[src/cache_pkg.sv]
//**********************************************************
// cache package
// shared widths, line layouts and controller states for both L1 caches
//**********************************************************
package cache_pkg;

    localparam int ADDR_W = 32;
    localparam int DATA_W = 32;
    localparam int IDX_W  = 4;                  // addr[5:2]
    localparam int LINES  = 16;
    localparam int TAG_W  = 26;                 // addr[31:6]

    // instruction line, 59 bits
    typedef struct packed {
        logic              valid;
        logic [TAG_W-1:0]  tag;
        logic [DATA_W-1:0] data;
    } icache_line_t;

    // data line, 60 bits
    typedef struct packed {
        logic              valid;
        logic              dirty;
        logic [TAG_W-1:0]  tag;
        logic [DATA_W-1:0] data;
    } dcache_line_t;

    typedef enum logic [1:0] {IDLE, COMPARE, ALLOC, WRITEBACK} cache_state_t;

endpackage
[src/mem_if.sv]
//**********************************************************
// memory channel between one cache and the arbiter
//**********************************************************
`timescale 1ns/1ps

interface mem_if;

    logic                         req_valid;
    logic                         req_ready;
    logic                         req_we;     // 1 = writeback
    logic [cache_pkg::ADDR_W-1:0] req_addr;
    logic [cache_pkg::DATA_W-1:0] req_wdata;
    logic                         rsp_valid;  // read data or write ack
    logic [cache_pkg::DATA_W-1:0] rsp_rdata;

    // cache side
    modport master (output req_valid, req_we, req_addr, req_wdata,
                    input  req_ready, rsp_valid, rsp_rdata);

    // arbiter side, used for both the i and d ports
    modport slave  (input  req_valid, req_we, req_addr, req_wdata,
                    output req_ready, rsp_valid, rsp_rdata);

endinterface

[src/cache_top.sv]
//**********************************************************
// split L1 cache subsystem
// icache and dcache sharing one memory port through the arbiter
//**********************************************************
`timescale 1ns/1ps

module cache_top (
    input  logic                         clk,
    input  logic                         rst_n,
    // instruction side
    input  logic                         i_if_valid,
    input  logic [cache_pkg::ADDR_W-1:0] i_if_addr,
    output logic                         o_if_ready,
    output logic                         o_if_rvalid,
    output logic [cache_pkg::DATA_W-1:0] o_if_rdata,
    // data side
    input  logic                         i_d_valid,
    input  logic                         i_d_we,
    input  logic [cache_pkg::ADDR_W-1:0] i_d_addr,
    input  logic [cache_pkg::DATA_W-1:0] i_d_wdata,
    output logic                         o_d_ready,
    output logic                         o_d_done,
    output logic [cache_pkg::DATA_W-1:0] o_d_rdata,
    // shared memory
    output logic                         o_mem_req_valid,
    input  logic                         i_mem_req_ready,
    output logic                         o_mem_req_we,
    output logic [cache_pkg::ADDR_W-1:0] o_mem_req_addr,
    output logic [cache_pkg::DATA_W-1:0] o_mem_req_wdata,
    input  logic                         i_mem_rsp_valid,
    input  logic [cache_pkg::DATA_W-1:0] i_mem_rsp_rdata
);

    mem_if i_mem ();
    mem_if d_mem ();

    icache u_icache (
        .clk         (clk),
        .rst_n       (rst_n),
        .i_if_valid  (i_if_valid),
        .i_if_addr   (i_if_addr),
        .o_if_ready  (o_if_ready),
        .o_if_rvalid (o_if_rvalid),
        .o_if_rdata  (o_if_rdata),
        .mem         (i_mem.master)
    );

    dcache u_dcache (
        .clk       (clk),
        .rst_n     (rst_n),
        .i_d_valid (i_d_valid),
        .i_d_we    (i_d_we),
        .i_d_addr  (i_d_addr),
        .i_d_wdata (i_d_wdata),
        .o_d_ready (o_d_ready),
        .o_d_done  (o_d_done),
        .o_d_rdata (o_d_rdata),
        .mem       (d_mem.master)
    );

    mem_arb u_arb (
        .clk             (clk),
        .rst_n           (rst_n),
        .i_port          (i_mem.slave),
        .d_port          (d_mem.slave),
        .o_mem_req_valid (o_mem_req_valid),
        .i_mem_req_ready (i_mem_req_ready),
        .o_mem_req_we    (o_mem_req_we),
        .o_mem_req_addr  (o_mem_req_addr),
        .o_mem_req_wdata (o_mem_req_wdata),
        .i_mem_rsp_valid (i_mem_rsp_valid),
        .i_mem_rsp_rdata (i_mem_rsp_rdata)
    );

endmodule

[src/mem_arb.sv]
//**********************************************************
// memory arbiter
// two caches onto one memory port, data side wins ties
//**********************************************************
`timescale 1ns/1ps

module mem_arb (
    input  logic                         clk,
    input  logic                         rst_n,
    mem_if.slave                         i_port,
    mem_if.slave                         d_port,
    output logic                         o_mem_req_valid,
    input  logic                         i_mem_req_ready,
    output logic                         o_mem_req_we,
    output logic [cache_pkg::ADDR_W-1:0] o_mem_req_addr,
    output logic [cache_pkg::DATA_W-1:0] o_mem_req_wdata,
    input  logic                         i_mem_rsp_valid,
    input  logic [cache_pkg::DATA_W-1:0] i_mem_rsp_rdata
);

    logic busy;   // accepted request waiting for its response
    logic hold;   // request shown last cycle without ready
    logic own_d;  // owner of the port, 1 = data cache
    logic sel_d;

    // keep the choice while stalled or outstanding
    assign sel_d = (busy || hold) ? own_d : d_port.req_valid;

    assign o_mem_req_valid = !busy && (sel_d ? d_port.req_valid : i_port.req_valid);
    assign o_mem_req_we    = sel_d ? d_port.req_we    : i_port.req_we;
    assign o_mem_req_addr  = sel_d ? d_port.req_addr  : i_port.req_addr;
    assign o_mem_req_wdata = sel_d ? d_port.req_wdata : i_port.req_wdata;

    assign d_port.req_ready = !busy && sel_d && i_mem_req_ready;
    assign i_port.req_ready = !busy && !sel_d && i_mem_req_ready;

    // response only to the owner
    assign d_port.rsp_valid = i_mem_rsp_valid && busy && own_d;
    assign i_port.rsp_valid = i_mem_rsp_valid && busy && !own_d;
    assign d_port.rsp_rdata = i_mem_rsp_rdata;
    assign i_port.rsp_rdata = i_mem_rsp_rdata;

    always_ff @(posedge clk or negedge rst_n) begin
        if (!rst_n) begin
            busy  <= 1'b0;
            hold  <= 1'b0;
            own_d <= 1'b0;
        end else begin
            hold <= o_mem_req_valid && !i_mem_req_ready;
            if (o_mem_req_valid)
                own_d <= sel_d;
            if (o_mem_req_valid && i_mem_req_ready)
                busy <= 1'b1;
            else if (i_mem_rsp_valid)
                busy <= 1'b0;
        end
    end

endmodule

[src/dcache.sv]
//**********************************************************
// data cache
// direct mapped write back, write allocate without fill
//**********************************************************
`timescale 1ns/1ps

module dcache (
    input  logic                         clk,
    input  logic                         rst_n,
    input  logic                         i_d_valid,
    input  logic                         i_d_we,
    input  logic [cache_pkg::ADDR_W-1:0] i_d_addr,
    input  logic [cache_pkg::DATA_W-1:0] i_d_wdata,
    output logic                         o_d_ready,
    output logic                         o_d_done,
    output logic [cache_pkg::DATA_W-1:0] o_d_rdata,
    mem_if.master                        mem
);

    cache_pkg::cache_state_t      state, nxt_state;
    cache_pkg::dcache_line_t      rline, wline;
    logic [cache_pkg::ADDR_W-1:0] addr_q;
    logic [cache_pkg::DATA_W-1:0] wdata_q;
    logic                         we_q;
    logic [cache_pkg::IDX_W-1:0]  idx_q;
    logic [cache_pkg::TAG_W-1:0]  tag_q;
    logic                         sent;
    logic                         hit;
    logic                         line_we;
    logic                         is_alloc;
    logic                         is_wb;

    cache_array #(.line_t(cache_pkg::dcache_line_t)) u_array (
        .clk     (clk),
        .rst_n   (rst_n),
        .i_idx   (idx_q),
        .i_we    (line_we),
        .i_wline (wline),
        .o_rline (rline)
    );

    assign idx_q    = addr_q[cache_pkg::IDX_W+1:2];
    assign tag_q    = addr_q[cache_pkg::ADDR_W-1:cache_pkg::IDX_W+2];
    assign hit      = rline.valid && (rline.tag == tag_q);
    assign is_alloc = (state == cache_pkg::ALLOC);
    assign is_wb    = (state == cache_pkg::WRITEBACK);

    // fill from memory is clean, a core write is dirty
    assign wline = is_alloc ? '{valid: 1'b1, dirty: 1'b0, tag: tag_q, data: mem.rsp_rdata}
                            : '{valid: 1'b1, dirty: 1'b1, tag: tag_q, data: wdata_q};

    always_ff @(posedge clk or negedge rst_n) begin
        if (!rst_n) begin
            state <= cache_pkg::IDLE;
            sent  <= 1'b0;
        end else begin
            state <= nxt_state;
            if (mem.rsp_valid)
                sent <= 1'b0;
            else if (mem.req_valid && mem.req_ready)
                sent <= 1'b1;
        end
    end

    always_ff @(posedge clk) begin
        if (o_d_ready && i_d_valid) begin
            addr_q  <= i_d_addr;
            wdata_q <= i_d_wdata;
            we_q    <= i_d_we;
        end
    end

    always_comb begin
        nxt_state = state;
        o_d_done  = 1'b0;
        line_we   = 1'b0;
        case (state)
            cache_pkg::IDLE: if (i_d_valid) nxt_state = cache_pkg::COMPARE;
            cache_pkg::COMPARE: begin
                if (hit || (we_q && !(rline.valid && rline.dirty))) begin
                    line_we   = we_q;  // write hit or clean write miss installs
                    o_d_done  = 1'b1;
                    nxt_state = cache_pkg::IDLE;
                end else if (rline.valid && rline.dirty) begin
                    nxt_state = cache_pkg::WRITEBACK;
                end else begin
                    nxt_state = cache_pkg::ALLOC;
                end
            end
            cache_pkg::WRITEBACK: begin
                if (mem.rsp_valid) begin  // victim ack
                    line_we   = we_q;
                    o_d_done  = we_q;
                    nxt_state = we_q ? cache_pkg::IDLE : cache_pkg::ALLOC;
                end
            end
            cache_pkg::ALLOC: begin
                if (mem.rsp_valid) begin
                    line_we   = 1'b1;
                    o_d_done  = 1'b1;
                    nxt_state = cache_pkg::IDLE;
                end
            end
            default: nxt_state = cache_pkg::IDLE;
        endcase
    end

    assign o_d_ready     = (state == cache_pkg::IDLE);
    assign o_d_rdata     = is_alloc ? mem.rsp_rdata : rline.data;
    assign mem.req_valid = (is_alloc || is_wb) && !sent;
    assign mem.req_we    = is_wb;
    // victim goes back to its own address
    assign mem.req_addr  = is_wb ? {rline.tag, idx_q, 2'b00} : {tag_q, idx_q, 2'b00};
    assign mem.req_wdata = rline.data;

endmodule

[src/icache.sv]
//**********************************************************
// instruction cache
// direct mapped, read only, fills one word from memory on a miss
//**********************************************************
`timescale 1ns/1ps

module icache (
    input  logic                         clk,
    input  logic                         rst_n,
    input  logic                         i_if_valid,
    input  logic [cache_pkg::ADDR_W-1:0] i_if_addr,
    output logic                         o_if_ready,
    output logic                         o_if_rvalid,
    output logic [cache_pkg::DATA_W-1:0] o_if_rdata,
    mem_if.master                        mem
);

    cache_pkg::cache_state_t      state, nxt_state;
    cache_pkg::icache_line_t      rline, wline;
    logic [cache_pkg::ADDR_W-1:0] addr_q;
    logic [cache_pkg::IDX_W-1:0]  idx_q;
    logic [cache_pkg::TAG_W-1:0]  tag_q;
    logic                         sent;      // fill read accepted by memory
    logic                         hit;
    logic                         line_we;

    cache_array #(.line_t(cache_pkg::icache_line_t)) u_array (
        .clk     (clk),
        .rst_n   (rst_n),
        .i_idx   (idx_q),
        .i_we    (line_we),
        .i_wline (wline),
        .o_rline (rline)
    );

    assign idx_q = addr_q[cache_pkg::IDX_W+1:2];
    assign tag_q = addr_q[cache_pkg::ADDR_W-1:cache_pkg::IDX_W+2];
    assign hit   = rline.valid && (rline.tag == tag_q);
    assign wline = '{valid: 1'b1, tag: tag_q, data: mem.rsp_rdata};

    always_ff @(posedge clk or negedge rst_n) begin
        if (!rst_n) begin
            state <= cache_pkg::IDLE;
            sent  <= 1'b0;
        end else begin
            state <= nxt_state;
            if (mem.rsp_valid)
                sent <= 1'b0;
            else if (mem.req_valid && mem.req_ready)
                sent <= 1'b1;
        end
    end

    always_ff @(posedge clk) begin
        if (o_if_ready && i_if_valid)
            addr_q <= i_if_addr;  // request accepted
    end

    always_comb begin
        nxt_state   = state;
        o_if_rvalid = 1'b0;
        line_we     = 1'b0;
        case (state)
            cache_pkg::IDLE: if (i_if_valid) nxt_state = cache_pkg::COMPARE;
            cache_pkg::COMPARE: begin
                if (hit) begin
                    o_if_rvalid = 1'b1;
                    nxt_state   = cache_pkg::IDLE;
                end else begin
                    nxt_state   = cache_pkg::ALLOC;
                end
            end
            cache_pkg::ALLOC: begin
                if (mem.rsp_valid) begin  // fill and answer the core together
                    line_we     = 1'b1;
                    o_if_rvalid = 1'b1;
                    nxt_state   = cache_pkg::IDLE;
                end
            end
            default: nxt_state = cache_pkg::IDLE;  // no writeback here
        endcase
    end

    assign o_if_ready    = (state == cache_pkg::IDLE);
    assign o_if_rdata    = (state == cache_pkg::ALLOC) ? mem.rsp_rdata : rline.data;
    assign mem.req_valid = (state == cache_pkg::ALLOC) && !sent;
    assign mem.req_we    = 1'b0;
    assign mem.req_addr  = {tag_q, idx_q, 2'b00};
    assign mem.req_wdata = '0;

endmodule

[src/cache_array.sv]
//**********************************************************
// cache line store
// register file, async read and clocked write at one index
//**********************************************************
`timescale 1ns/1ps

module cache_array #(
    parameter type line_t = cache_pkg::icache_line_t
) (
    input  logic                        clk,
    input  logic                        rst_n,
    input  logic [cache_pkg::IDX_W-1:0] i_idx,
    input  logic                        i_we,
    input  line_t                       i_wline,
    output line_t                       o_rline
);

    line_t lines [cache_pkg::LINES];

    // all lines come out of reset invalid and clean
    always_ff @(posedge clk or negedge rst_n) begin
        if (!rst_n) begin
            for (int i = 0; i < cache_pkg::LINES; i++) begin
                lines[i] <= '0;
            end
        end else if (i_we) begin
            lines[i_idx] <= i_wline;
        end
    end

    assign o_rline = lines[i_idx];  // same index as the write port

endmodule

[config.mk]
export PLATFORM = sky130hd
export DESIGN_NAME = cache_top
export DESIGN_NICKNAME = d
export VERILOG_FILES = /design/src/cache_pkg.sv /design/src/mem_if.sv /design/src/cache_top.sv /design/src/mem_arb.sv /design/src/dcache.sv /design/src/icache.sv /design/src/cache_array.sv
export SDC_FILE = /design/constraint.sdc
export NUM_CORES = 2
export LEC_CHECK = 0
export BUFFER_PORTS_ARGS = -buffer_cell sky130_fd_sc_hd__buf_2
export CAP_MARGIN = 10
export CELL_PAD_IN_SITES_DETAIL_PLACEMENT = 1
export CELL_PAD_IN_SITES_GLOBAL_PLACEMENT = 1
export CORE_ASPECT_RATIO = 0.9
export CORE_MARGIN = 2
export CORE_UTILIZATION = 40
export CTS_CLUSTER_SIZE = 10
export DETAILED_ROUTE_END_ITERATION = 16
export PLACE_DENSITY_LB_ADDON = 0.1
export SYNTH_ARGS = -nofsm -noshare
export SYNTH_HDL_FRONTEND = slang
export SYNTH_SLANG_ARGS = --single-unit
[constraint.sdc]
create_clock -name clk -period 3.8 [get_ports clk]
set_clock_uncertainty 0.1 [all_clocks]
set_input_delay 0.38 -clock clk [delete_from_list [all_inputs] [get_ports clk]]
set_output_delay 0.38 -clock clk [all_outputs]
set_load 0.02 [all_outputs]
==> results.sh <==
export IMPL_drive_above_1_share_pct=50.7
export IMPL_die_w_um=509
export IMPL_place_congestion=0.818
export IMPL_grt_max_degree=126
export IMPL_insertion_delay_ns=0.87
export IMPL_grt_ovfl_total=0
export IMPL_wl_um=290000
export IMPL_area_delta_synth_final_pct=22.2
export IMPL_path_class="reg2out"
export IMPL_finalWorstSetupSlack_ns=-1.00
export IMPL_r2r_slack_ns=-0.71
export IMPL_cts_sinks=2006
export IMPL_timing_rr_start="u_dcache.addr_q[3]$_DFFE_PP_"
export IMPL_power_total_mw=67.2
export IMPL_worst_ep_required_time_ns=3.32
export IMPL_cp_arrival_ns=4.32
export IMPL_rows=166
export IMPL_yosysTopAreaCell="dfrtp_1"
export IMPL_yosysMostFrequentCell="dfrtp_1"
export IMPL_cts_htree_levels=4
export IMPL_track_usage_pct=24.4
export IMPL_rsz0062_at_grt="true"
export IMPL_syn_area_per_cell_um2=15.6
export IMPL_synthTopCellsByCount="dfrtp_1, mux2_2, mux4_2"
export IMPL_clk_pin_slew_ns=0.06
export IMPL_die_height_um=459
export IMPL_wire_per_inst_um=29.6
export IMPL_cp_slowest_stage_delay_ns=0.51
export IMPL_period_needed_ns=4.80
export IMPL_synth_ff_type="dfrtp_1"
export IMPL_drt_initial_drc_count=2965
export IMPL_finalSetupViolCount=1074
export IMPL_syn_inst=5914
export IMPL_p_per_area_nw_per_um2=598
export IMPL_antenna_left=0
export IMPL_antenna_found_initial=17
export IMPL_nNetsFinal=6780
export IMPL_cts_buffers=227
export IMPL_pin_count=269
export IMPL_port_buffers=262
export IMPL_stdcell_count=9773
export IMPL_power_leakage_nw=53.7
export IMPL_status="finished, violations left"
export IMPL_fin_util_pct=49.3
export IMPL_drt_pass1_iter_count=5
export IMPL_path_cells="buf_6 -> buf_12 -> buf_6 -> mux4_2 -> mux4_2 -> xnor2_2 -> buf_4 -> nand4_1 -> nor4_4 -> buf_4 -> nand4_1 -> buf_4 -> o21ai_4 -> buf_6 -> buf_6"
export IMPL_synth_async_reset_ratio_pct=95.4
export IMPL_drcViolationCount=0
export IMPL_synth_enable_flop_cells=93
export IMPL_clk_path_buf_depth=3
export IMPL_rr_worst_depth=22
export IMPL_slew_violations=0
export IMPL_max_slew_margin_pct=41.7
export IMPL_syn_cell_area_um2=92000
export IMPL_fp_dieArea_um2=234000
export IMPL_tns_ns=-523.12
export IMPL_fin_crit_sh_pct=126
export IMPL_ys_warnings_count=0
export IMPL_p_int_mw=45.9
export IMPL_p_clk_share_pct=29.7
export IMPL_power_frac_seq_pct=42.1
export IMPL_vias=55200
export IMPL_violations="setup timing"
export IMPL_crit_fanout=4
export IMPL_min_path_type="in2async"
export IMPL_crit_path_end="o_if_rvalid"
export IMPL_hpwl_um=178000
export IMPL_yosys_register_bits=2006
export IMPL_via_per_inst=5.65
export IMPL_root_buffer="clkbuf_16"
export IMPL_worst_setup_path_start_kind="register"
export IMPL_cpMostUsedCell="buf_6"
export IMPL_ir_drop_v=0.000546
export IMPL_worstReg2RegEnd="u_dcache.u_array.lines[795]$_DFFE_PN0P_"
export IMPL_synth_cell_types=67
export IMPL_fmax_ghz=0.208
export IMPL_crit_start="u_icache.addr_q[2]$_DFFE_PP_"
export IMPL_comb_power_share_pct=28.3
export IMPL_switchingPower_mw=21.3
export IMPL_core_area_um2=228000
export IMPL_dp_cells=9166
export IMPL_max_cap_violations=0
export IMPL_crit_slowest_cell="mux4_2"
export IMPL_ys_seq_area_share_pct=55.1
export IMPL_cts_tree="built"
export IMPL_max_slew_worst_pin_slew_ns=0.872
export IMPL_grt_pass1_vias=60000
export IMPL_grt_pass1_wl_um=421000
export IMPL_start_util_pct=40.3
export IMPL_swShare_pct=31.7
export IMPL_end_kind="primary output"
export IMPL_netlist_area_leader_share_pct=52.0
export IMPL_ys_top_cells_by_area="dfrtp_1, mux2_2, mux4_2, mux2_1, edfxtp_1"
export IMPL_finalHoldViolCount=0
## layer usage
layer	global-route usage [%]	part of all wire, %	up-vias	routed length (µm)
met3	3.55	3.8	418	10900
met4	7.09	2.8	4	8090
li1	-	-	23300	-
met2	39.8	48	991	140000
met1	34.0	45	30500	130000
met5	0	0.0093	-	27
## cell usage in the layout (no fill, tap or decap), drive strengths merged, types with 48 or more instances in the layout
master / count
mux2: 1928
dfrtp: 1913
buf: 905
mux4: 525
clkbuf: 337
nand2: 251
dlygate4sd3: 132
mux2i: 103
edfxtp: 93
nor2: 65
o21ai: 48
## per-stage QoR
| stage | setup WS [ns] | instance area [µm²] | hold WS [ns] |
|---|---|---|---|
| finish | -1.00 | 112000 | 0.0215 |
| global route | -1.15 | 112000 | 0.0191 |
| CTS | -1.10 | 110000 | 0.00121 |
| detailed placement | -1.12 | 101000 | 0.304 |
| global placement | -1.08 | 101000 | 0.309 |
| floorplan | 0.0204 | 92000 | -0.0156 |
## how the worst min path moves through the flow
stage	startpoint	endpoint	slack, ns	cells after the start
detailed placement	rst_n	u_icache.u_array.lines[402]$_DFFE_PN0P_	0.30	1
global route	rst_n	u_icache.u_array.lines[756]$_DFFE_PN0P_	0.02	2
finish	rst_n	u_icache.u_array.lines[756]$_DFFE_PN0P_	0.02	2
global placement	rst_n	u_icache.u_array.lines[461]$_DFFE_PN0P_	0.31	1
CTS	rst_n	u_icache.u_array.lines[756]$_DFFE_PN0P_	0.001	2
floorplan	rst_n	u_arb.busy$_DFFE_PN0P_	-0.02	0
## worst max-delay path, delay by kind of cell, from the launching register on
kind	cells	cell delay (ns)
muxes	2	0.95
and+or+nand+nor	3	0.62
xor gates and xnor gates	1	0.18
buffers and inverters	8	1.12
DFF	1	0.44
AOI/OAI and AO/OA	1	0.15
## state kept, by name (all words and copies together), names as in the netlist
signal / cells
u_arb.busy: 1
u_arb.hold: 1
u_arb.own_d: 1
u_dcache.addr_q: 30
u_dcache.sent: 1
u_dcache.state: 2
u_dcache.u_array.lines: 960
u_dcache.wdata_q: 32
u_dcache.we_q: 1
u_icache.addr_q: 30
u_icache.sent: 1
u_icache.state: 2
u_icache.u_array.lines: 944
## timing repair
item,in CTS,in global routing
pin swaps,16,36
gates cloned,19,22
setup endpoints to repair,1085,1084
gates resized for setup,182,285
setup buffers,31,76
hold buffers,132,0
endpoints found under the hold margin,1114,0
## logic make-up after synthesis
group	Yosys count	share of synthesized area, %
mux	2556	37.6
simple gates	495	2.48
compound gates	222	1.64
buf+inv	584	2.73
fa+ha+maj	3	0.0408
xor+xnor	47	0.448
other cells	1	0.00408
flops	2006	55.1
## power groups by stage
stage	registers, mW	logic [mW]	clock network [mW]
2_1_floorplan	27.5	10.9	0
3_3_place_gp	28.3	17.2	0
3_5_place_dp	28.5	17.6	0
4_1_cts	28.2	18.3	20.5
5_1_grt	28.8	20.3	21.4
6_report	28.3	19.0	19.9
## layout make-up
| type | instances | area, µm² |
|---|---|---|
| Antenna cell | 6 | 15.0 |
| Sequential cell | 2006 | 50700 |
| Fill cell | 21600 | 116000 |
| Tap cell | 3024 | 3780 |
| Timing Repair Buffer | 1061 | 11100 |
| Multi-Input combinational cell | 3325 | 40300 |
| Clock buffer | 316 | 6270 |
| Inverter | 21 | 81.3 |
| Clock inverter | 14 | 159 |
Note: power is estimated with default switching activity, not from simulation.
